**config.mk**
```make
export PLATFORM = sky130hd
export DESIGN_NAME = rv_id_top
export DESIGN_NICKNAME = d
export VERILOG_FILES = /design/src/common/rv_id_pkg.sv /design/src/design/id_decode.sv /design/src/design/id_branch_resolve.sv /design/src/design/id_operand_stage.sv /design/src/design/rv_id_top.sv
export SDC_FILE = /design/constraint.sdc
export NUM_CORES = 1
export LEC_CHECK = 0
export ABC_CLOCK_PERIOD_IN_PS = 14250
export BUFFER_PORTS_ARGS = -buffer_cell sky130_fd_sc_hd__buf_2
export CAP_MARGIN = 20
export CORE_UTILIZATION = 45
export CTS_CLUSTER_SIZE = 12
export DETAILED_ROUTE_END_ITERATION = 12
export GPL_TIMING_DRIVEN = 0
export PLACE_DENSITY_LB_ADDON = 0.25
export SLEW_MARGIN = 30
export SYNTH_ARGS = -nofsm -noshare
export SYNTH_HDL_FRONTEND = slang
export SYNTH_HIERARCHICAL = 1
export SYNTH_SLANG_ARGS = --single-unit
export TNS_END_PERCENT = 5
```
**constraint.sdc**
```tcl
create_clock -name clk -period 14.25 [get_ports clk]
set_input_delay 2.85 -clock clk [delete_from_list [all_inputs] [get_ports clk]]
set_output_delay 2.85 -clock clk [all_outputs]
set_load 0.05 [all_outputs]
```
**src/common/rv_id_pkg.sv**
```systemverilog
package rv_id_pkg;

	localparam int XLEN     = 32;
	localparam int REG_AW   = 5;
	localparam int ALUOP_W  = 8;
	localparam int ALUSEL_W = 3;

	// Major opcodes
	localparam logic [6:0] OP_LUI    = 7'b0110111;
	localparam logic [6:0] OP_AUIPC  = 7'b0010111;
	localparam logic [6:0] OP_JAL    = 7'b1101111;
	localparam logic [6:0] OP_JALR   = 7'b1100111;
	localparam logic [6:0] OP_BRANCH = 7'b1100011;
	localparam logic [6:0] OP_LOAD   = 7'b0000011;
	localparam logic [6:0] OP_STORE  = 7'b0100011;
	localparam logic [6:0] OP_OPI    = 7'b0010011;
	localparam logic [6:0] OP_OP     = 7'b0110011;

	localparam logic [2:0] F3_JALR    = 3'b000;
	localparam logic [2:0] F3_BEQ     = 3'b000;
	localparam logic [2:0] F3_BNE     = 3'b001;
	localparam logic [2:0] F3_BLT     = 3'b100;
	localparam logic [2:0] F3_BGE     = 3'b101;
	localparam logic [2:0] F3_BLTU    = 3'b110;
	localparam logic [2:0] F3_BGEU    = 3'b111;
	localparam logic [2:0] F3_LB      = 3'b000;
	localparam logic [2:0] F3_LH      = 3'b001;
	localparam logic [2:0] F3_LW      = 3'b010;
	localparam logic [2:0] F3_LBU     = 3'b100;
	localparam logic [2:0] F3_LHU     = 3'b101;
	localparam logic [2:0] F3_SB      = 3'b000;
	localparam logic [2:0] F3_SH      = 3'b001;
	localparam logic [2:0] F3_SW      = 3'b010;
	localparam logic [2:0] F3_ADD_SUB = 3'b000; // Also ADDI
	localparam logic [2:0] F3_SLL     = 3'b001;
	localparam logic [2:0] F3_SLT     = 3'b010;
	localparam logic [2:0] F3_SLTU    = 3'b011;
	localparam logic [2:0] F3_XOR     = 3'b100;
	localparam logic [2:0] F3_SRL_SRA = 3'b101;
	localparam logic [2:0] F3_OR      = 3'b110;
	localparam logic [2:0] F3_AND     = 3'b111;

	localparam logic [6:0] F7_ALT = 7'b0100000; // Instruction bit 30

	localparam logic [ALUOP_W-1:0] ALU_NOP   = 8'h00;
	localparam logic [ALUOP_W-1:0] ALU_ADD   = 8'h01;
	localparam logic [ALUOP_W-1:0] ALU_SUB   = 8'h02;
	localparam logic [ALUOP_W-1:0] ALU_SLT   = 8'h03;
	localparam logic [ALUOP_W-1:0] ALU_SLTU  = 8'h04;
	localparam logic [ALUOP_W-1:0] ALU_AND   = 8'h05;
	localparam logic [ALUOP_W-1:0] ALU_OR    = 8'h06;
	localparam logic [ALUOP_W-1:0] ALU_XOR   = 8'h07;
	localparam logic [ALUOP_W-1:0] ALU_SLL   = 8'h08;
	localparam logic [ALUOP_W-1:0] ALU_SRL   = 8'h09;
	localparam logic [ALUOP_W-1:0] ALU_SRA   = 8'h0a;
	localparam logic [ALUOP_W-1:0] ALU_AUIPC = 8'h0b;
	localparam logic [ALUOP_W-1:0] ALU_JAL   = 8'h10;
	localparam logic [ALUOP_W-1:0] ALU_JALR  = 8'h11;
	localparam logic [ALUOP_W-1:0] ALU_BEQ   = 8'h12;
	localparam logic [ALUOP_W-1:0] ALU_BNE   = 8'h13;
	localparam logic [ALUOP_W-1:0] ALU_BLT   = 8'h14;
	localparam logic [ALUOP_W-1:0] ALU_BGE   = 8'h15;
	localparam logic [ALUOP_W-1:0] ALU_BLTU  = 8'h16;
	localparam logic [ALUOP_W-1:0] ALU_BGEU  = 8'h17;
	localparam logic [ALUOP_W-1:0] ALU_LB    = 8'h20;
	localparam logic [ALUOP_W-1:0] ALU_LH    = 8'h21;
	localparam logic [ALUOP_W-1:0] ALU_LW    = 8'h22;
	localparam logic [ALUOP_W-1:0] ALU_LBU   = 8'h23;
	localparam logic [ALUOP_W-1:0] ALU_LHU   = 8'h24;
	localparam logic [ALUOP_W-1:0] ALU_SB    = 8'h28;
	localparam logic [ALUOP_W-1:0] ALU_SH    = 8'h29;
	localparam logic [ALUOP_W-1:0] ALU_SW    = 8'h2a;

	localparam logic [ALUSEL_W-1:0] SEL_NOP   = 3'd0;
	localparam logic [ALUSEL_W-1:0] SEL_LOGIC = 3'd1;
	localparam logic [ALUSEL_W-1:0] SEL_ARITH = 3'd2;
	localparam logic [ALUSEL_W-1:0] SEL_SHIFT = 3'd3;
	localparam logic [ALUSEL_W-1:0] SEL_JB    = 3'd4;
	localparam logic [ALUSEL_W-1:0] SEL_LDST  = 3'd5;

	typedef struct packed {
		logic [6:0]        funct7;
		logic [REG_AW-1:0] rs2;
		logic [REG_AW-1:0] rs1;
		logic [2:0]        funct3;
		logic [REG_AW-1:0] rd;
		logic [6:0]        opcode;
	} r_fmt_t;

	typedef struct packed {
		logic [11:0]       imm;
		logic [REG_AW-1:0] rs1;
		logic [2:0]        funct3;
		logic [REG_AW-1:0] rd;
		logic [6:0]        opcode;
	} i_fmt_t;

	typedef struct packed {
		logic [6:0]        imm_hi;
		logic [REG_AW-1:0] rs2;
		logic [REG_AW-1:0] rs1;
		logic [2:0]        funct3;
		logic [4:0]        imm_lo;
		logic [6:0]        opcode;
	} s_fmt_t;

	typedef struct packed {
		logic              imm12;
		logic [5:0]        imm10_5;
		logic [REG_AW-1:0] rs2;
		logic [REG_AW-1:0] rs1;
		logic [2:0]        funct3;
		logic [3:0]        imm4_1;
		logic              imm11;
		logic [6:0]        opcode;
	} b_fmt_t;

	typedef struct packed {
		logic [19:0]       imm;
		logic [REG_AW-1:0] rd;
		logic [6:0]        opcode;
	} u_fmt_t;

	typedef struct packed {
		logic              imm20;
		logic [9:0]        imm10_1;
		logic              imm11;
		logic [7:0]        imm19_12;
		logic [REG_AW-1:0] rd;
		logic [6:0]        opcode;
	} j_fmt_t;

	typedef union packed {
		r_fmt_t r_fmt;
		i_fmt_t i_fmt;
		s_fmt_t s_fmt;
		b_fmt_t b_fmt;
		u_fmt_t u_fmt;
		j_fmt_t j_fmt;
	} inst_u;

	typedef struct packed {
		logic [XLEN-1:0]     pc;
		logic [ALUOP_W-1:0]  aluop;
		logic [ALUSEL_W-1:0] alusel;
		logic                rd_en;
		logic [REG_AW-1:0]   rd_addr;
		logic                rs1_en;
		logic [REG_AW-1:0]   rs1_addr;
		logic                rs2_en;
		logic [REG_AW-1:0]   rs2_addr;
		logic [XLEN-1:0]     imm;
		logic                is_load;
	} dec_t;

	typedef struct packed {
		logic              is_load; // Only meaningful on the EX port
		logic              w_en;
		logic [REG_AW-1:0] w_addr;
		logic [XLEN-1:0]   w_data;
	} fwd_t;

	typedef struct packed {
		logic [XLEN-1:0]     pc;
		logic [ALUOP_W-1:0]  aluop;
		logic [ALUSEL_W-1:0] alusel;
		logic [XLEN-1:0]     op1;
		logic [XLEN-1:0]     op2;
		logic                w_en;
		logic [REG_AW-1:0]   w_addr;
		logic [XLEN-1:0]     offset;
	} id_ex_t;

	typedef struct packed {
		logic            taken;
		logic [XLEN-1:0] target;
	} branch_t;

endpackage

```
**src/design/id_decode.sv**
```systemverilog
`timescale 1ns/1ps

module id_decode
	import rv_id_pkg::*;
(
	input  logic            clk,
	input  logic            rst,
	input  logic            inst_valid_i,
	input  inst_u           inst_i,
	input  logic [XLEN-1:0] pc_i,
	input  logic            hold_i,
	output dec_t            dec_o,
	output logic            dec_valid_o
);

	logic [6:0]          opcode;
	logic [2:0]          funct3;
	logic                alt;
	logic [XLEN-1:0]     imm_i;
	logic [XLEN-1:0]     imm_iz;
	logic [XLEN-1:0]     imm_sh;
	logic [XLEN-1:0]     imm_s;
	logic [XLEN-1:0]     imm_b;
	logic [XLEN-1:0]     imm_u;
	logic [XLEN-1:0]     imm_j;
	logic [ALUOP_W-1:0]  aluop;
	logic [ALUSEL_W-1:0] alusel;
	logic                rd_en;
	logic                rs1_en;
	logic                rs2_en;
	logic [XLEN-1:0]     imm;
	logic                is_load;
	dec_t                dec_d;
	dec_t                dec_q;
	logic                valid_q;

	assign opcode = inst_i.r_fmt.opcode;
	assign funct3 = inst_i.r_fmt.funct3;
	assign alt    = |(inst_i.r_fmt.funct7 & F7_ALT);

	assign imm_i  = {{20{inst_i.i_fmt.imm[11]}}, inst_i.i_fmt.imm};
	assign imm_iz = {20'h0, inst_i.i_fmt.imm}; // Logic immediates
	assign imm_sh = {27'h0, inst_i.r_fmt.rs2}; // shamt
	assign imm_s  = {{20{inst_i.s_fmt.imm_hi[6]}}, inst_i.s_fmt.imm_hi, inst_i.s_fmt.imm_lo};
	assign imm_b  = {{19{inst_i.b_fmt.imm12}}, inst_i.b_fmt.imm12, inst_i.b_fmt.imm11,
		inst_i.b_fmt.imm10_5, inst_i.b_fmt.imm4_1, 1'b0};
	assign imm_u  = {inst_i.u_fmt.imm, 12'h0};
	assign imm_j  = {{11{inst_i.j_fmt.imm20}}, inst_i.j_fmt.imm20, inst_i.j_fmt.imm19_12,
		inst_i.j_fmt.imm11, inst_i.j_fmt.imm10_1, 1'b0};

	// Anything left at ALU_NOP keeps every enable low
	always_comb
	begin
		aluop   = ALU_NOP;
		alusel  = SEL_NOP;
		rd_en   = 1'b0;
		rs1_en  = 1'b0;
		rs2_en  = 1'b0;
		imm     = '0;
		is_load = 1'b0;
		case (opcode)
			OP_LUI:
			begin
				aluop  = ALU_OR;
				alusel = SEL_LOGIC;
				rd_en  = 1'b1;
				imm    = imm_u;
			end
			OP_AUIPC:
			begin
				aluop  = ALU_AUIPC;
				alusel = SEL_ARITH;
				rd_en  = 1'b1;
				imm    = imm_u;
			end
			OP_JAL:
			begin
				aluop  = ALU_JAL;
				alusel = SEL_JB;
				rd_en  = 1'b1;
				imm    = imm_j;
			end
			OP_JALR:
			begin
				if (funct3 == F3_JALR)
				begin
					aluop  = ALU_JALR;
					alusel = SEL_JB;
					rd_en  = 1'b1;
					rs1_en = 1'b1;
					imm    = imm_i;
				end
			end
			OP_BRANCH:
			begin
				case (funct3)
					F3_BEQ:  aluop = ALU_BEQ;
					F3_BNE:  aluop = ALU_BNE;
					F3_BLT:  aluop = ALU_BLT;
					F3_BGE:  aluop = ALU_BGE;
					F3_BLTU: aluop = ALU_BLTU;
					F3_BGEU: aluop = ALU_BGEU;
					default: aluop = ALU_NOP;
				endcase
				if (aluop != ALU_NOP)
				begin
					rs1_en = 1'b1;
					rs2_en = 1'b1;
					imm    = imm_b;
				end
			end
			OP_LOAD:
			begin
				case (funct3)
					F3_LB:   aluop = ALU_LB;
					F3_LH:   aluop = ALU_LH;
					F3_LW:   aluop = ALU_LW;
					F3_LBU:  aluop = ALU_LBU;
					F3_LHU:  aluop = ALU_LHU;
					default: aluop = ALU_NOP;
				endcase
				if (aluop != ALU_NOP)
				begin
					alusel  = SEL_LDST;
					rd_en   = 1'b1;
					rs1_en  = 1'b1;
					imm     = imm_i;
					is_load = 1'b1;
				end
			end
			OP_STORE:
			begin
				case (funct3)
					F3_SB:   aluop = ALU_SB;
					F3_SH:   aluop = ALU_SH;
					F3_SW:   aluop = ALU_SW;
					default: aluop = ALU_NOP;
				endcase
				if (aluop != ALU_NOP)
				begin
					alusel = SEL_LDST;
					rs1_en = 1'b1;
					rs2_en = 1'b1;
					imm    = imm_s;
				end
			end
			OP_OPI:
			begin
				rd_en  = 1'b1;
				rs1_en = 1'b1;
				case (funct3)
					F3_ADD_SUB:
					begin
						aluop  = ALU_ADD;
						alusel = SEL_ARITH;
						imm    = imm_i;
					end
					F3_SLT:
					begin
						aluop  = ALU_SLT;
						alusel = SEL_ARITH;
						imm    = imm_i;
					end
					F3_SLTU:
					begin
						aluop  = ALU_SLTU;
						alusel = SEL_ARITH;
						imm    = imm_i;
					end
					F3_SLL:
					begin
						aluop  = ALU_SLL;
						alusel = SEL_SHIFT;
						imm    = imm_sh;
					end
					F3_SRL_SRA:
					begin
						aluop  = alt ? ALU_SRA : ALU_SRL;
						alusel = SEL_SHIFT;
						imm    = imm_sh;
					end
					default:
					begin
						alusel = SEL_LOGIC;
						imm    = imm_iz;
						if (funct3 == F3_XOR)
							aluop = ALU_XOR;
						else if (funct3 == F3_OR)
							aluop = ALU_OR;
						else
							aluop = ALU_AND;
					end
				endcase
			end
			OP_OP:
			begin
				rd_en  = 1'b1;
				rs1_en = 1'b1;
				rs2_en = 1'b1;
				case (funct3)
					F3_ADD_SUB: aluop = alt ? ALU_SUB : ALU_ADD;
					F3_SLT:     aluop = ALU_SLT;
					F3_SLTU:    aluop = ALU_SLTU;
					F3_SLL:     aluop = ALU_SLL;
					F3_SRL_SRA: aluop = alt ? ALU_SRA : ALU_SRL;
					F3_XOR:     aluop = ALU_XOR;
					F3_OR:      aluop = ALU_OR;
					default:    aluop = ALU_AND;
				endcase
				if (funct3 == F3_SLL || funct3 == F3_SRL_SRA)
					alusel = SEL_SHIFT;
				else if (funct3 == F3_ADD_SUB || funct3 == F3_SLT || funct3 == F3_SLTU)
					alusel = SEL_ARITH;
				else
					alusel = SEL_LOGIC;
			end
			default:
			begin
			end
		endcase
	end

	// Register addresses read as zero when unused
	always_comb
	begin
		dec_d.pc       = pc_i;
		dec_d.aluop    = aluop;
		dec_d.alusel   = alusel;
		dec_d.rd_en    = rd_en;
		dec_d.rd_addr  = rd_en ? inst_i.r_fmt.rd : '0;
		dec_d.rs1_en   = rs1_en;
		dec_d.rs1_addr = rs1_en ? inst_i.r_fmt.rs1 : '0;
		dec_d.rs2_en   = rs2_en;
		dec_d.rs2_addr = rs2_en ? inst_i.r_fmt.rs2 : '0;
		dec_d.imm      = imm;
		dec_d.is_load  = is_load;
	end

	always_ff @(posedge clk)
	begin
		if (rst)
			valid_q <= 1'b0;
		else if (!hold_i)
			valid_q <= inst_valid_i;
	end

	always_ff @(posedge clk)
	begin
		if (inst_valid_i && !hold_i)
			dec_q <= dec_d;
	end

	assign dec_o       = dec_q;
	assign dec_valid_o = valid_q;

endmodule

```
**src/design/id_branch_resolve.sv**
```systemverilog
`timescale 1ns/1ps

module id_branch_resolve
	import rv_id_pkg::*;
(
	input  logic [ALUOP_W-1:0] aluop_i,
	input  logic [XLEN-1:0]    pc_i,
	input  logic [XLEN-1:0]    op1_i,
	input  logic [XLEN-1:0]    op2_i,
	input  logic [XLEN-1:0]    imm_i,
	output branch_t            branch_o
);

	logic            eq;
	logic            lt_s;
	logic            lt_u;
	logic [XLEN-1:0] pc_rel;
	logic [XLEN-1:0] reg_rel;

	assign eq      = (op1_i == op2_i);
	assign lt_s    = $signed(op1_i) < $signed(op2_i);
	assign lt_u    = op1_i < op2_i;
	assign pc_rel  = pc_i + imm_i;
	assign reg_rel = op1_i + imm_i; // JALR keeps bit 0

	always_comb
	begin
		branch_o.taken  = 1'b0;
		branch_o.target = pc_rel;
		case (aluop_i)
			ALU_JAL:  branch_o.taken = 1'b1;
			ALU_JALR:
			begin
				branch_o.taken  = 1'b1;
				branch_o.target = reg_rel;
			end
			ALU_BEQ:  branch_o.taken = eq;
			ALU_BNE:  branch_o.taken = !eq;
			ALU_BLT:  branch_o.taken = lt_s;
			ALU_BGE:  branch_o.taken = !lt_s;
			ALU_BLTU: branch_o.taken = lt_u;
			ALU_BGEU: branch_o.taken = !lt_u;
			default:
			begin
				branch_o.taken  = 1'b0;
				branch_o.target = '0;
			end
		endcase
	end

endmodule

```
**src/design/id_operand_stage.sv**
```systemverilog
`timescale 1ns/1ps

module id_operand_stage
	import rv_id_pkg::*;
(
	input  logic              clk,
	input  logic              rst,
	input  dec_t              dec_i,
	input  logic              dec_valid_i,
	input  fwd_t              ex_fwd_i,
	input  fwd_t              mem_fwd_i,
	input  logic [XLEN-1:0]   rf_r1_data_i,
	input  logic [XLEN-1:0]   rf_r2_data_i,
	output logic              rf_r1_en_o,
	output logic [REG_AW-1:0] rf_r1_addr_o,
	output logic              rf_r2_en_o,
	output logic [REG_AW-1:0] rf_r2_addr_o,
	output logic              stall_o,
	output id_ex_t            id_ex_o,
	output branch_t           branch_o,
	output logic              out_valid_o
);

	// Returns {stall, operand}
	function automatic logic [XLEN:0] resolve_op(
		input logic              en,
		input logic [REG_AW-1:0] addr,
		input logic [XLEN-1:0]   rf_data,
		input logic [XLEN-1:0]   imm,
		input fwd_t              ex,
		input fwd_t              mem
	);
		logic live;
		logic ex_hit;
		logic mem_hit;
		live    = en && (addr != '0);
		ex_hit  = live && (ex.w_addr == addr);
		mem_hit = live && mem.w_en && (mem.w_addr == addr);
		if (!en)
			return {1'b0, imm};
		else if (ex_hit && ex.is_load)
			return {1'b1, rf_data}; // Load-use, data not ready yet
		else if (ex_hit && ex.w_en)
			return {1'b0, ex.w_data};
		else if (mem_hit)
			return {1'b0, mem.w_data};
		else
			return {1'b0, rf_data};
	endfunction

	logic [XLEN:0] res1;
	logic [XLEN:0] res2;
	logic          advance;
	branch_t       br;
	id_ex_t        id_ex_q;
	logic          valid_q;
	logic          taken_q;
	logic [XLEN-1:0] target_q;

	assign rf_r1_en_o   = dec_valid_i && dec_i.rs1_en;
	assign rf_r2_en_o   = dec_valid_i && dec_i.rs2_en;
	assign rf_r1_addr_o = rf_r1_en_o ? dec_i.rs1_addr : '0;
	assign rf_r2_addr_o = rf_r2_en_o ? dec_i.rs2_addr : '0;

	assign res1 = resolve_op(dec_i.rs1_en, dec_i.rs1_addr, rf_r1_data_i, dec_i.imm,
		ex_fwd_i, mem_fwd_i);
	assign res2 = resolve_op(dec_i.rs2_en, dec_i.rs2_addr, rf_r2_data_i, dec_i.imm,
		ex_fwd_i, mem_fwd_i);

	assign stall_o = dec_valid_i && (res1[XLEN] || res2[XLEN]);
	assign advance = dec_valid_i && !stall_o;

	id_branch_resolve i_id_branch_resolve (
		.aluop_i  (dec_i.aluop),
		.pc_i     (dec_i.pc),
		.op1_i    (res1[XLEN-1:0]),
		.op2_i    (res2[XLEN-1:0]),
		.imm_i    (dec_i.imm),
		.branch_o (br)
	);

	always_ff @(posedge clk)
	begin
		if (rst)
		begin
			valid_q <= 1'b0;
			taken_q <= 1'b0;
		end
		else
		begin
			valid_q <= advance;
			taken_q <= advance && br.taken; // Redirect lasts one cycle
		end
	end

	always_ff @(posedge clk)
	begin
		if (advance)
		begin
			id_ex_q.pc     <= dec_i.pc;
			id_ex_q.aluop  <= dec_i.aluop;
			id_ex_q.alusel <= dec_i.alusel;
			id_ex_q.op1    <= res1[XLEN-1:0];
			id_ex_q.op2    <= res2[XLEN-1:0];
			id_ex_q.w_en   <= dec_i.rd_en;
			id_ex_q.w_addr <= dec_i.rd_addr;
			id_ex_q.offset <= dec_i.imm;
			target_q       <= br.target;
		end
	end

	assign id_ex_o         = id_ex_q;
	assign out_valid_o     = valid_q;
	assign branch_o.taken  = taken_q;
	assign branch_o.target = target_q;

endmodule

```
**src/design/rv_id_top.sv**
```systemverilog
`timescale 1ns/1ps

module rv_id_top
	import rv_id_pkg::*;
(
	input  logic              clk,
	input  logic              rst,
	input  logic              inst_valid_i,
	input  inst_u             inst_i,
	input  logic [XLEN-1:0]   pc_i,
	output logic              rf_r1_en_o,
	output logic [REG_AW-1:0] rf_r1_addr_o,
	output logic              rf_r2_en_o,
	output logic [REG_AW-1:0] rf_r2_addr_o,
	input  logic [XLEN-1:0]   rf_r1_data_i,
	input  logic [XLEN-1:0]   rf_r2_data_i,
	input  fwd_t              ex_fwd_i,
	input  fwd_t              mem_fwd_i,
	output logic              stall_o,
	output id_ex_t            id_ex_o,
	output branch_t           branch_o,
	output logic              out_valid_o
);

	dec_t dec;
	logic dec_valid;
	logic stall;
	fwd_t mem_fwd;

	// MEM results are never pending loads
	assign mem_fwd = '{is_load: 1'b0, w_en: mem_fwd_i.w_en, w_addr: mem_fwd_i.w_addr,
		w_data: mem_fwd_i.w_data};

	id_decode i_id_decode (
		.clk          (clk),
		.rst          (rst),
		.inst_valid_i (inst_valid_i),
		.inst_i       (inst_i),
		.pc_i         (pc_i),
		.hold_i       (stall),
		.dec_o        (dec),
		.dec_valid_o  (dec_valid)
	);

	id_operand_stage i_id_operand_stage (
		.clk          (clk),
		.rst          (rst),
		.dec_i        (dec),
		.dec_valid_i  (dec_valid),
		.ex_fwd_i     (ex_fwd_i),
		.mem_fwd_i    (mem_fwd),
		.rf_r1_data_i (rf_r1_data_i),
		.rf_r2_data_i (rf_r2_data_i),
		.rf_r1_en_o   (rf_r1_en_o),
		.rf_r1_addr_o (rf_r1_addr_o),
		.rf_r2_en_o   (rf_r2_en_o),
		.rf_r2_addr_o (rf_r2_addr_o),
		.stall_o      (stall),
		.id_ex_o      (id_ex_o),
		.branch_o     (branch_o),
		.out_valid_o  (out_valid_o)
	);

	assign stall_o = stall;

endmodule

```
==> impl_metrics.py, run 1 <==
metrics = {
    "drt": {
        "first_pass_iters": 6,
        "met3WireLength_um": 5370,
        "wl_per_cell_um": 25.6,
        "via_per_inst": 6.12,
        "routedLengthMet1_um": 24200,
        "initialDrtViolationCount": 1321,
        "num_vias": 14200,
        "drcViolationCount": 0,
        "wl_met2_um": 27100,
        "ant_nets": 0,
        "top_layer_used": "met5",
        "finalWirelength_um": 59300,
    },
    "setup_path": {
        "cpMaxStageDelayCell": "nor3_2",
        "crit_type": "primary input to output port",
        "required_ns": 11.40,
        "path_delay_family": "simple AND/OR/NAND/NOR gates",
        "cp_max_fo": 8,
        "worst_path_largest_cell_delay_ns": 0.65,
        "end_kind": "output port",
        "path_depth": 7,
        "crit_end": "stall_o",
        "rr_endpoint": "i_id_operand_stage/target_q[22]$_DFFE_PP_",
        "worstSetupStartpoint": "ex_fwd_i[34]",
        "path_cells": "buf_2, xor2_1, nor3_2, nand2_1, a21oi_1, and2_1, buf_2",
        "arrival_ns": 5.08,
        "cpMostUsedCell": "buf_2",
        "critPathBufInv": 2,
        "ff2ff_setup_slack_ns": 8.13,
        "reg2regPathDepth": 16,
        "crit_path_start_kind": "primary input",
        "worst_r2r_startpoint": "i_id_decode/dec_o[39]$_SDFFCE_PN0P_",
    },
    "floorplanning": {
        "fp.dieH_um": 192,
        "num_io_pins": 401,
        "num_rows": 69,
        "fp.dieW_um": 192,
        "coreArea_mm2": 0.0355,
        "design.die.area_mm2": 0.0367,
        "start_util_pct": 45.6,
    },
    "timing": {
        "relSlewSlack_pct": 27.4,
        "worst_pin_slew_ns": 1.09,
        "post-route-min-period_ns": 7.93,
        "rsz0062_at_grt": "false",
        "timing.final.crit_share_pct": 55.7,
        "drv_slew": 0,
        "hold_ws_ns": 0.421,
        "setup_violations": 0,
        "hold_viol": 0,
        "fin_skew_ns": 0.00994,
        "fmax_mhz": 126,
    },
    "global_routing": {
        "grt_max_degree": 27,
        "antenna_found_initial": 17,
        "grt.total_usage_pct": 31.2,
        "gr-total-overflow": 0,
        "grt_pass1_vias": 13400,
        "grt_pass1_wl_um": 83700,
    },
    "min_path": {
        "hp-class": "flip-flop to flip-flop",
    },
    "finish": {
        "final_common_cell": "buf_2",
        "drive_gt1_share_pct": 31.7,
        "fill_cells": 3078,
        "final_cell_mix": "buf_2, edfxtp_1, nand2_1",
        "fin_nets": 2110,
        "multiInputGateArea_mm2": 0.00738,
        "final-seq-area_mm2": 0.00811,
        "syn2layout_area_growth_pct": 23.8,
    },
    "cts": {
        "root_buffer": "clkbuf_16",
        "htreeDepth": 1,
        "clockBufferDepth": 3,
        "cts_setup_buffers": 0,
        "holdBufCountCts": 0,
        "cts.clk_slew.worst_paths_ns": 0.06,
        "clock-sinks": 271,
        "numCtsBuffers": 29,
        "clk_latency_ns": 0.57,
        "cts_resized": 0,
        "cts_tree": "yes",
    },
    "placement": {
        "gp_congestion": 0.963,
        "io_buffers": 396,
        "place_hpwl_um": 45300,
    },
    "power": {
        "power.density_mw_per_mm2": 103,
        "vdd_drop_max_mv": 0.115,
        "p_total_mw": 2.06,
        "p_leak_nw": 8.50,
    },
    "yosys": {
        "synth_area_per_cell_um2": 11.7,
        "synthCells": 1384,
        "synth_area_mm2": 0.0162,
        "ys_warn_count": 6,
    },
    "flow_run": {
        "max_cap_violations": 0,
    },
    "outcome": {
        "status": "complete, no violations",
    },
}
## per-stage QoR
step / worst slack [ns] / utilization (%) / instance area, um2 / std cells / setup TNS, ns
floorplan: 2.66 / - / 16200 / 1385 / 0
global placement: -1.16 / 52.9 / 18800 / 2242 / -201.40
detailed placement: 6.35 / 54.0 / 19200 / 2257 / 0
CTS: 6.36 / 56.4 / 20000 / 2304 / 0
global route: 6.22 / 56.4 / 20000 / 2312 / 0
finish: 6.32 / 56.5 / 20000 / 2316 / 0
## layout make-up
type                       count  share of cell area [%]
inverter                      76                    1.42
antenna                       12                   0.150
buffer                        93                    2.26
clock buffer                  34                    3.72
timing repair buffer         411                    11.7
sequential                   271                    40.5
clock inverter                13                   0.543
multi-input combinational    945                    36.8
tap                          461                    2.88
## power breakdown
| part | switching [mW] | internal, mW | total, mW |
|---|---|---|---|
| registers | 0.0209 | 0.916 | 0.937 |
| clock network | 0.304 | 0.402 | 0.706 |
| logic | 0.276 | 0.136 | 0.412 |
## how the worst min path moves through the flow
stage	start	to	slack, ns	cells after the start
floorplan	i_id_decode/dec_o[51]$_DFFE_PP_	i_id_operand_stage/id_ex_o[102]$_DFFE_PP_	0.40	0
global placement	i_id_decode/dec_o[48]$_SDFFCE_PN0P_	i_id_operand_stage/id_ex_o[35]$_DFFE_PP_	0.40	0
detailed placement	i_id_decode/dec_o[49]$_SDFFCE_PN0P_	i_id_operand_stage/id_ex_o[36]$_DFFE_PP_	0.40	0
CTS	i_id_decode/dec_o[49]$_SDFFCE_PN0P_	i_id_operand_stage/id_ex_o[36]$_DFFE_PP_	0.42	0
global route	i_id_decode/dec_o[46]$_SDFFCE_PN0P_	i_id_operand_stage/id_ex_o[33]$_DFFE_PP_	0.43	0
finish	i_id_decode/dec_o[49]$_SDFFCE_PN0P_	i_id_operand_stage/id_ex_o[36]$_DFFE_PP_	0.42	0
## flip-flops by register name (all words and copies together), names as in the netlist
register                        count
i_id_operand_stage/out_valid_o      1
i_id_operand_stage/id_ex_o        145
i_id_decode/dec_o                  91
i_id_operand_stage/taken_q          1
i_id_operand_stage/target_q        32
i_id_decode/dec_valid_o             1
## metal layers
layer | global-route usage [%] | up-vias
met1 | 41.5 | 6876
met3 | 5.61 | 167
met4 | 13.8 | 10
met5 | 0 | -
li1 | - | 6251
met2 | 49.6 | 870
(Power assumes the default switching activity.)
==> run 2: changes to the inputs <==
--- a/config.mk
+++ b/config.mk
@@ -5,7 +5,8 @@
 export SDC_FILE = /design/constraint.sdc
 export NUM_CORES = 1
 export LEC_CHECK = 0
-export ABC_CLOCK_PERIOD_IN_PS = 14250
+export ABC_AREA = 1
+export ABC_CLOCK_PERIOD_IN_PS = 7500
 export BUFFER_PORTS_ARGS = -buffer_cell sky130_fd_sc_hd__buf_2
 export CAP_MARGIN = 20
 export CORE_UTILIZATION = 45
==> constraint.sdc (replaced) <==
create_clock -name clk -period 7.5 [get_ports clk]
set_input_delay 1.5 -clock clk [delete_from_list [all_inputs] [get_ports clk]]
set_output_delay 1.5 -clock clk [all_outputs]
set_load 0.05 [all_outputs]
==> impl_metrics.py, run 2 <==
metrics = {
    "global_routing": {
        "met1_usage_pct": 44.3,
        "grt.met2_usage_pct": 56.4,
        "use_met3_pct": 5.34,
        "grt_most_used_layer": "met2",
        "gr-total-overflow": 0,
        "grt.total_usage_pct": 34.0,
        "grt_pass1_vias": 17100,
        "grt_pass1_wl_um": 103000,
        "antenna_found_initial": 4,
        "grt_max_degree": 94,
    },
    "cts": {
        "clk_latency_ns": 0.57,
        "clockBufferDepth": 3,
        "clock-sinks": 271,
        "holdBufCountCts": 0,
        "root_buffer": "clkbuf_16",
        "cts.clk_slew.worst_paths_ns": 0.06,
        "cts_tree": "yes",
        "numCtsBuffers": 30,
        "cts_setup_buffers": 0,
        "cts_resized": 0,
        "htreeDepth": 1,
    },
    "power": {
        "power.density_mw_per_mm2": 184,
        "vdd_drop_max_mv": 0.165,
        "p_leak_nw": 11.3,
        "p_total_mw": 4.01,
    },
    "drt": {
        "num_vias": 17800,
        "drcViolationCount": 0,
        "via_per_inst": 5.38,
        "initialDrtViolationCount": 1474,
        "ant_nets": 0,
        "wl_per_cell_um": 21.2,
        "first_pass_iters": 5,
        "finalWirelength_um": 70300,
    },
    "placement": {
        "io_buffers": 397,
        "gp_congestion": 0.993,
        "pre_cts_slack_ns": 1.74,
        "postPlaceCellArea_mm2": 0.0208,
        "place_hpwl_um": 56800,
    },
    "timing": {
        "drv_slew": 0,
        "timing.final.crit_share_pct": 70.9,
        "fin_skew_ns": 0.0173,
        "relSlewSlack_pct": 36.6,
        "hold_viol": 0,
        "fmax_mhz": 188,
        "post-route-min-period_ns": 5.32,
        "fin_tns_setup_ns": 0,
        "setup_violations": 0,
        "rsz0062_at_grt": "false",
        "fin_ws_ns": 2.18,
        "worst_pin_slew_ns": 0.951,
    },
    "floorplanning": {
        "design.die.area_mm2": 0.0408,
        "start_util_pct": 46.1,
        "num_io_pins": 401,
        "coreArea_mm2": 0.0391,
        "fp.dieH_um": 202,
        "num_rows": 72,
        "fp.dieW_um": 202,
    },
    "finish": {
        "final_common_cell": "nand2_1",
        "drive_gt1_share_pct": 20.6,
        "postLayoutCellArea_mm2": 0.0217,
        "final_cell_mix": "nand2_1, buf_2, inv_1",
        "largest_reg_flops": 145,
        "syn2layout_area_growth_pct": 20.8,
        "fin_nets": 3057,
    },
    "setup_path": {
        "crit_type": "primary input to flip-flop",
        "worst_path_largest_cell_delay_ns": 0.71,
        "end_kind": "flip-flop",
        "cp_max_fo": 10,
        "rr_endpoint": "i_id_operand_stage/taken_q$_SDFF_PP0_",
        "arrival_ns": 5.83,
        "crit_path_start_kind": "primary input",
        "worst_r2r_startpoint": "i_id_decode/dec_o[33]$_SDFFCE_PN0P_",
        "ff2ff_setup_slack_ns": 2.79,
        "cpMaxStageDelayCell": "a21oi_1",
        "reg2regPathDepth": 25,
        "required_ns": 8.01,
        "cpMostUsedCell": "nand2_1",
        "worstSetupStartpoint": "mem_fwd_i[32]",
    },
    "yosys": {
        "synth_area_mm2": 0.0180,
        "synth_area_per_cell_um2": 7.70,
        "ys_warn_count": 6,
        "synthCells": 2338,
    },
    "min_path": {
        "hold_depth": 0,
        "hold_end": "i_id_operand_stage/id_ex_o[37]$_DFFE_PP_",
        "hp-class": "flip-flop to flip-flop",
        "hp-start": "i_id_decode/dec_o[50]$_DFFE_PP_",
    },
    "outcome": {
        "status": "complete, no violations",
    },
    "flow_run": {
        "max_cap_violations": 0,
    },
}
-- run 2: final cells by class --
cell class | count | area (um2)
Antenna cell | 2 | 5.00
Buffer | 100 | 465
Clock buffer | 37 | 798
Clock inverter | 11 | 118
Fill cell | 3788 | 17300
Inverter | 392 | 1480
Multi-Input combinational cell | 1576 | 7970
Sequential cell | 271 | 8110
Tap cell | 518 | 648
Timing Repair Buffer | 403 | 2150
-- run 2: through the flow --
| step | instances | hold slack, ns | utilization (%) |
|---|---|---|---|
| 6_report | 3310 | 0.420 | 55.6 |
| 2_1_floorplan | 2339 | 0.400 | - |
| 3_3_place_gp | 3254 | 0.401 | 52.8 |
| 5_1_grt | 3308 | 0.434 | 55.6 |
| 3_5_place_dp | 3260 | 0.405 | 53.3 |
| 4_1_cts | 3308 | 0.423 | 55.6 |
-- run 2: power by group --
part	leakage [nW]	total (mW)	switching, mW	internal (mW)
sequential	2.63	1.80	0.0536	1.74
clock	0.439	1.42	0.609	0.816
combinational	8.18	0.785	0.566	0.218
-- run 2: how the worst max path moves through the flow --
stage                                            endpoint  slack (ns)  depth (start not counted)
global route        i_id_operand_stage/taken_q$_SDFF_PP0_        1.93                         26
CTS                 i_id_operand_stage/taken_q$_SDFF_PP0_        2.33                         26
global placement          i_id_decode/dec_o[53]$_DFFE_PP_       -2.41                         12
detailed placement  i_id_operand_stage/taken_q$_SDFF_PP0_        1.74                         26
floorplan                 i_id_decode/dec_o[10]$_DFFE_PP_        0.05                         11
finish              i_id_operand_stage/taken_q$_SDFF_PP0_        2.18                         26
-- run 2: per-layer routing --
| layer | wire [um] | vias up |
|---|---|---|
| li1 | - | 8524 |
| met5 | 22 | - |
| met4 | 3350 | 4 |
| met1 | 29300 | 8344 |
| met3 | 5300 | 147 |
| met2 | 32400 | 790 |
-- run 2: worst max-delay path: cells and delay by family --
| kind | cells | cell delay [ns] |
|---|---|---|
| adders and majority gates | 1 | 0.29 |
| AOI/OAI and AO/OA | 1 | 0.71 |
| and+or+nand+nor | 19 | 2.68 |
| buffers and inverters | 5 | 0.62 |
==> run 3: changes to the inputs <==
--- a/config.mk
+++ b/config.mk
@@ -6,7 +6,7 @@
 export NUM_CORES = 1
 export LEC_CHECK = 0
 export ABC_AREA = 1
-export ABC_CLOCK_PERIOD_IN_PS = 7500
+export ABC_CLOCK_PERIOD_IN_PS = 5370
 export BUFFER_PORTS_ARGS = -buffer_cell sky130_fd_sc_hd__buf_2
 export CAP_MARGIN = 20
 export CORE_UTILIZATION = 45
==> constraint.sdc (replaced) <==
create_clock -name clk -period 5.37 [get_ports clk]
set_input_delay 1.074 -clock clk [delete_from_list [all_inputs] [get_ports clk]]
set_output_delay 1.074 -clock clk [all_outputs]
set_load 0.05 [all_outputs]
==> impl_metrics.py, run 3 (synthesis gave the netlist of run 2 again) <==
metrics = {
    "global_routing": {
        "grt_pass1_vias": 16900,
        "gr-total-overflow": 0,
        "grt.total_usage_pct": 33.7,
        "antenna_found_initial": 4,
        "grt_max_degree": 93,
        "grt_pass1_wl_um": 102000,
    },
    "floorplanning": {
        "num_rows": 72,
        "num_io_pins": 401,
        "fp.dieW_um": 202,
        "start_util_pct": 46.1,
        "fp.dieH_um": 202,
        "design.die.area_mm2": 0.0408,
        "coreArea_mm2": 0.0391,
    },
    "setup_path": {
        "crit_path_start_kind": "primary input",
        "worst_r2r_startpoint": "i_id_decode/dec_o[33]$_SDFFCE_PN0P_",
        "rr_endpoint": "i_id_operand_stage/taken_q$_SDFF_PP0_",
        "cp_max_fo": 10,
        "arrival_ns": 5.27,
        "ff2ff_setup_slack_ns": 0.76,
        "end_kind": "flip-flop",
        "reg2regPathDepth": 26,
        "required_ns": 5.82,
        "crit_type": "primary input to flip-flop",
    },
    "drt": {
        "wl_per_cell_um": 21.0,
        "first_pass_iters": 9,
        "finalWirelength_um": 69700,
        "ant_nets": 0,
        "num_vias": 18000,
        "initialDrtViolationCount": 1611,
        "drcViolationCount": 0,
        "via_per_inst": 5.42,
    },
    "finish": {
        "syn2layout_area_growth_pct": 20.7,
        "largest_reg_flops": 145,
        "final_cell_mix": "nand2_1, buf_2, inv_1",
        "drive_gt1_share_pct": 20.6,
        "fin_nets": 3057,
        "final_common_cell": "nand2_1",
        "postLayoutCellArea_mm2": 0.0217,
        "postLayoutCoreUtil_pct": 55.6,
    },
    "cts": {
        "holdBufCountCts": 0,
        "clockBufferDepth": 3,
        "clk_latency_ns": 0.57,
        "cts.clk_slew.worst_paths_ns": 0.06,
        "numCtsBuffers": 30,
        "htreeDepth": 1,
        "clock-sinks": 271,
        "cts_tree": "yes",
        "cts_resized": 0,
        "root_buffer": "clkbuf_16",
        "cts_setup_buffers": 0,
    },
    "outcome": {
        "status": "complete, no violations",
    },
    "power": {
        "p_leak_nw": 11.2,
        "vdd_drop_max_mv": 0.251,
        "p_total_mw": 5.57,
        "power.density_mw_per_mm2": 256,
    },
    "timing": {
        "worst_pin_slew_ns": 0.950,
        "timing.final.crit_share_pct": 89.7,
        "relSlewSlack_pct": 36.6,
        "hold_ws_ns": 0.419,
        "hold_viol": 0,
        "rsz0062_at_grt": "false",
        "post-route-min-period_ns": 4.82,
        "setup_violations": 0,
        "fmax_mhz": 208,
        "drv_slew": 0,
        "fin_skew_ns": 0.0115,
    },
    "placement": {
        "gp_congestion": 0.975,
        "postPlaceCellArea_mm2": 0.0208,
        "io_buffers": 397,
        "place_hpwl_um": 56500,
    },
    "min_path": {
        "hp-class": "flip-flop to flip-flop",
        "hold_depth": 0,
        "hp-start": "i_id_decode/dec_o[47]$_SDFFCE_PN0P_",
        "hold_end": "i_id_operand_stage/id_ex_o[34]$_DFFE_PP_",
    },
    "flow_run": {
        "max_cap_violations": 0,
    },
}
-- run 3: final cells by class --
type                            count  area (um2)
Clock buffer                       36         795
Fill cell                        3806       17400
Tap cell                          518         648
Antenna cell                        5        12.5
Sequential cell                   271        8110
Buffer                            100         465
Timing Repair Buffer              403        2140
Clock inverter                     13         123
Inverter                          392        1480
Multi-Input combinational cell   1576        7970
-- run 3: metrics by stage --
step	setup TNS, ns	setup slack, ns	std cells
global route	0	0.307	3309
CTS	0	0.641	3309
detailed placement	0	0.0656	3260
global placement	-491.25	-2.87	3254
floorplan	-67.62	-0.381	2339
finish	0	0.551	3314
-- run 3: metal layers --
layer | up-vias | track usage [%] | wire length [um]
met2 | 953 | 56.2 | 32400
met3 | 146 | 5.22 | 5700
met4 | 2 | 14.2 | 3250
li1 | 8547 | - | -
met5 | - | 0 | 14
met1 | 8313 | 43.5 | 28300
-- run 3: critical path, cell delays in order --
cell and delay, ns:
buf_2 0.10, inv_1 0.05, nand2_1 0.05, nand2_1 0.05, a21oi_1 0.67, nand3_1 0.40
clkbuf_1 0.32, nand2_1 0.11, nand3_1 0.06, nand2_1 0.08, nand2_1 0.07, nand2_1 0.08
inv_1 0.04, ha_1 0.29, nand2_1 0.14, nor2_1 0.17, nand4_1 0.23, nor2_1 0.41
nand2_1 0.12, nand2_1 0.09, nand3_1 0.07, nand2_1 0.06, nand3_1 0.09, nand2_1 0.14
inv_1 0.06, nand2_1 0.15, nor2_1 0.06
-- run 3: worst max path at each step --
stage / start / end / slack (ns) / cells past startpoint
4_1_cts: mem_fwd_i[32] / i_id_operand_stage/taken_q$_SDFF_PP0_ / 0.64 / 26
5_1_grt: mem_fwd_i[32] / i_id_operand_stage/taken_q$_SDFF_PP0_ / 0.31 / 26
3_3_place_gp: ex_fwd_i[32] / i_id_operand_stage/taken_q$_SDFF_PP0_ / -2.87 / 13
6_report: mem_fwd_i[32] / i_id_operand_stage/taken_q$_SDFF_PP0_ / 0.55 / 27
3_5_place_dp: mem_fwd_i[32] / i_id_operand_stage/taken_q$_SDFF_PP0_ / 0.07 / 26
2_1_floorplan: ex_fwd_i[32] / i_id_operand_stage/id_ex_o[0]$_DFFE_PP_ / -0.38 / 10
-- run 3: where the power goes --
part	internal [mW]	switching (mW)
Combinational	0.305	0.789
Clock	1.14	0.829
Sequential	2.44	0.0760
Total	3.88	1.69
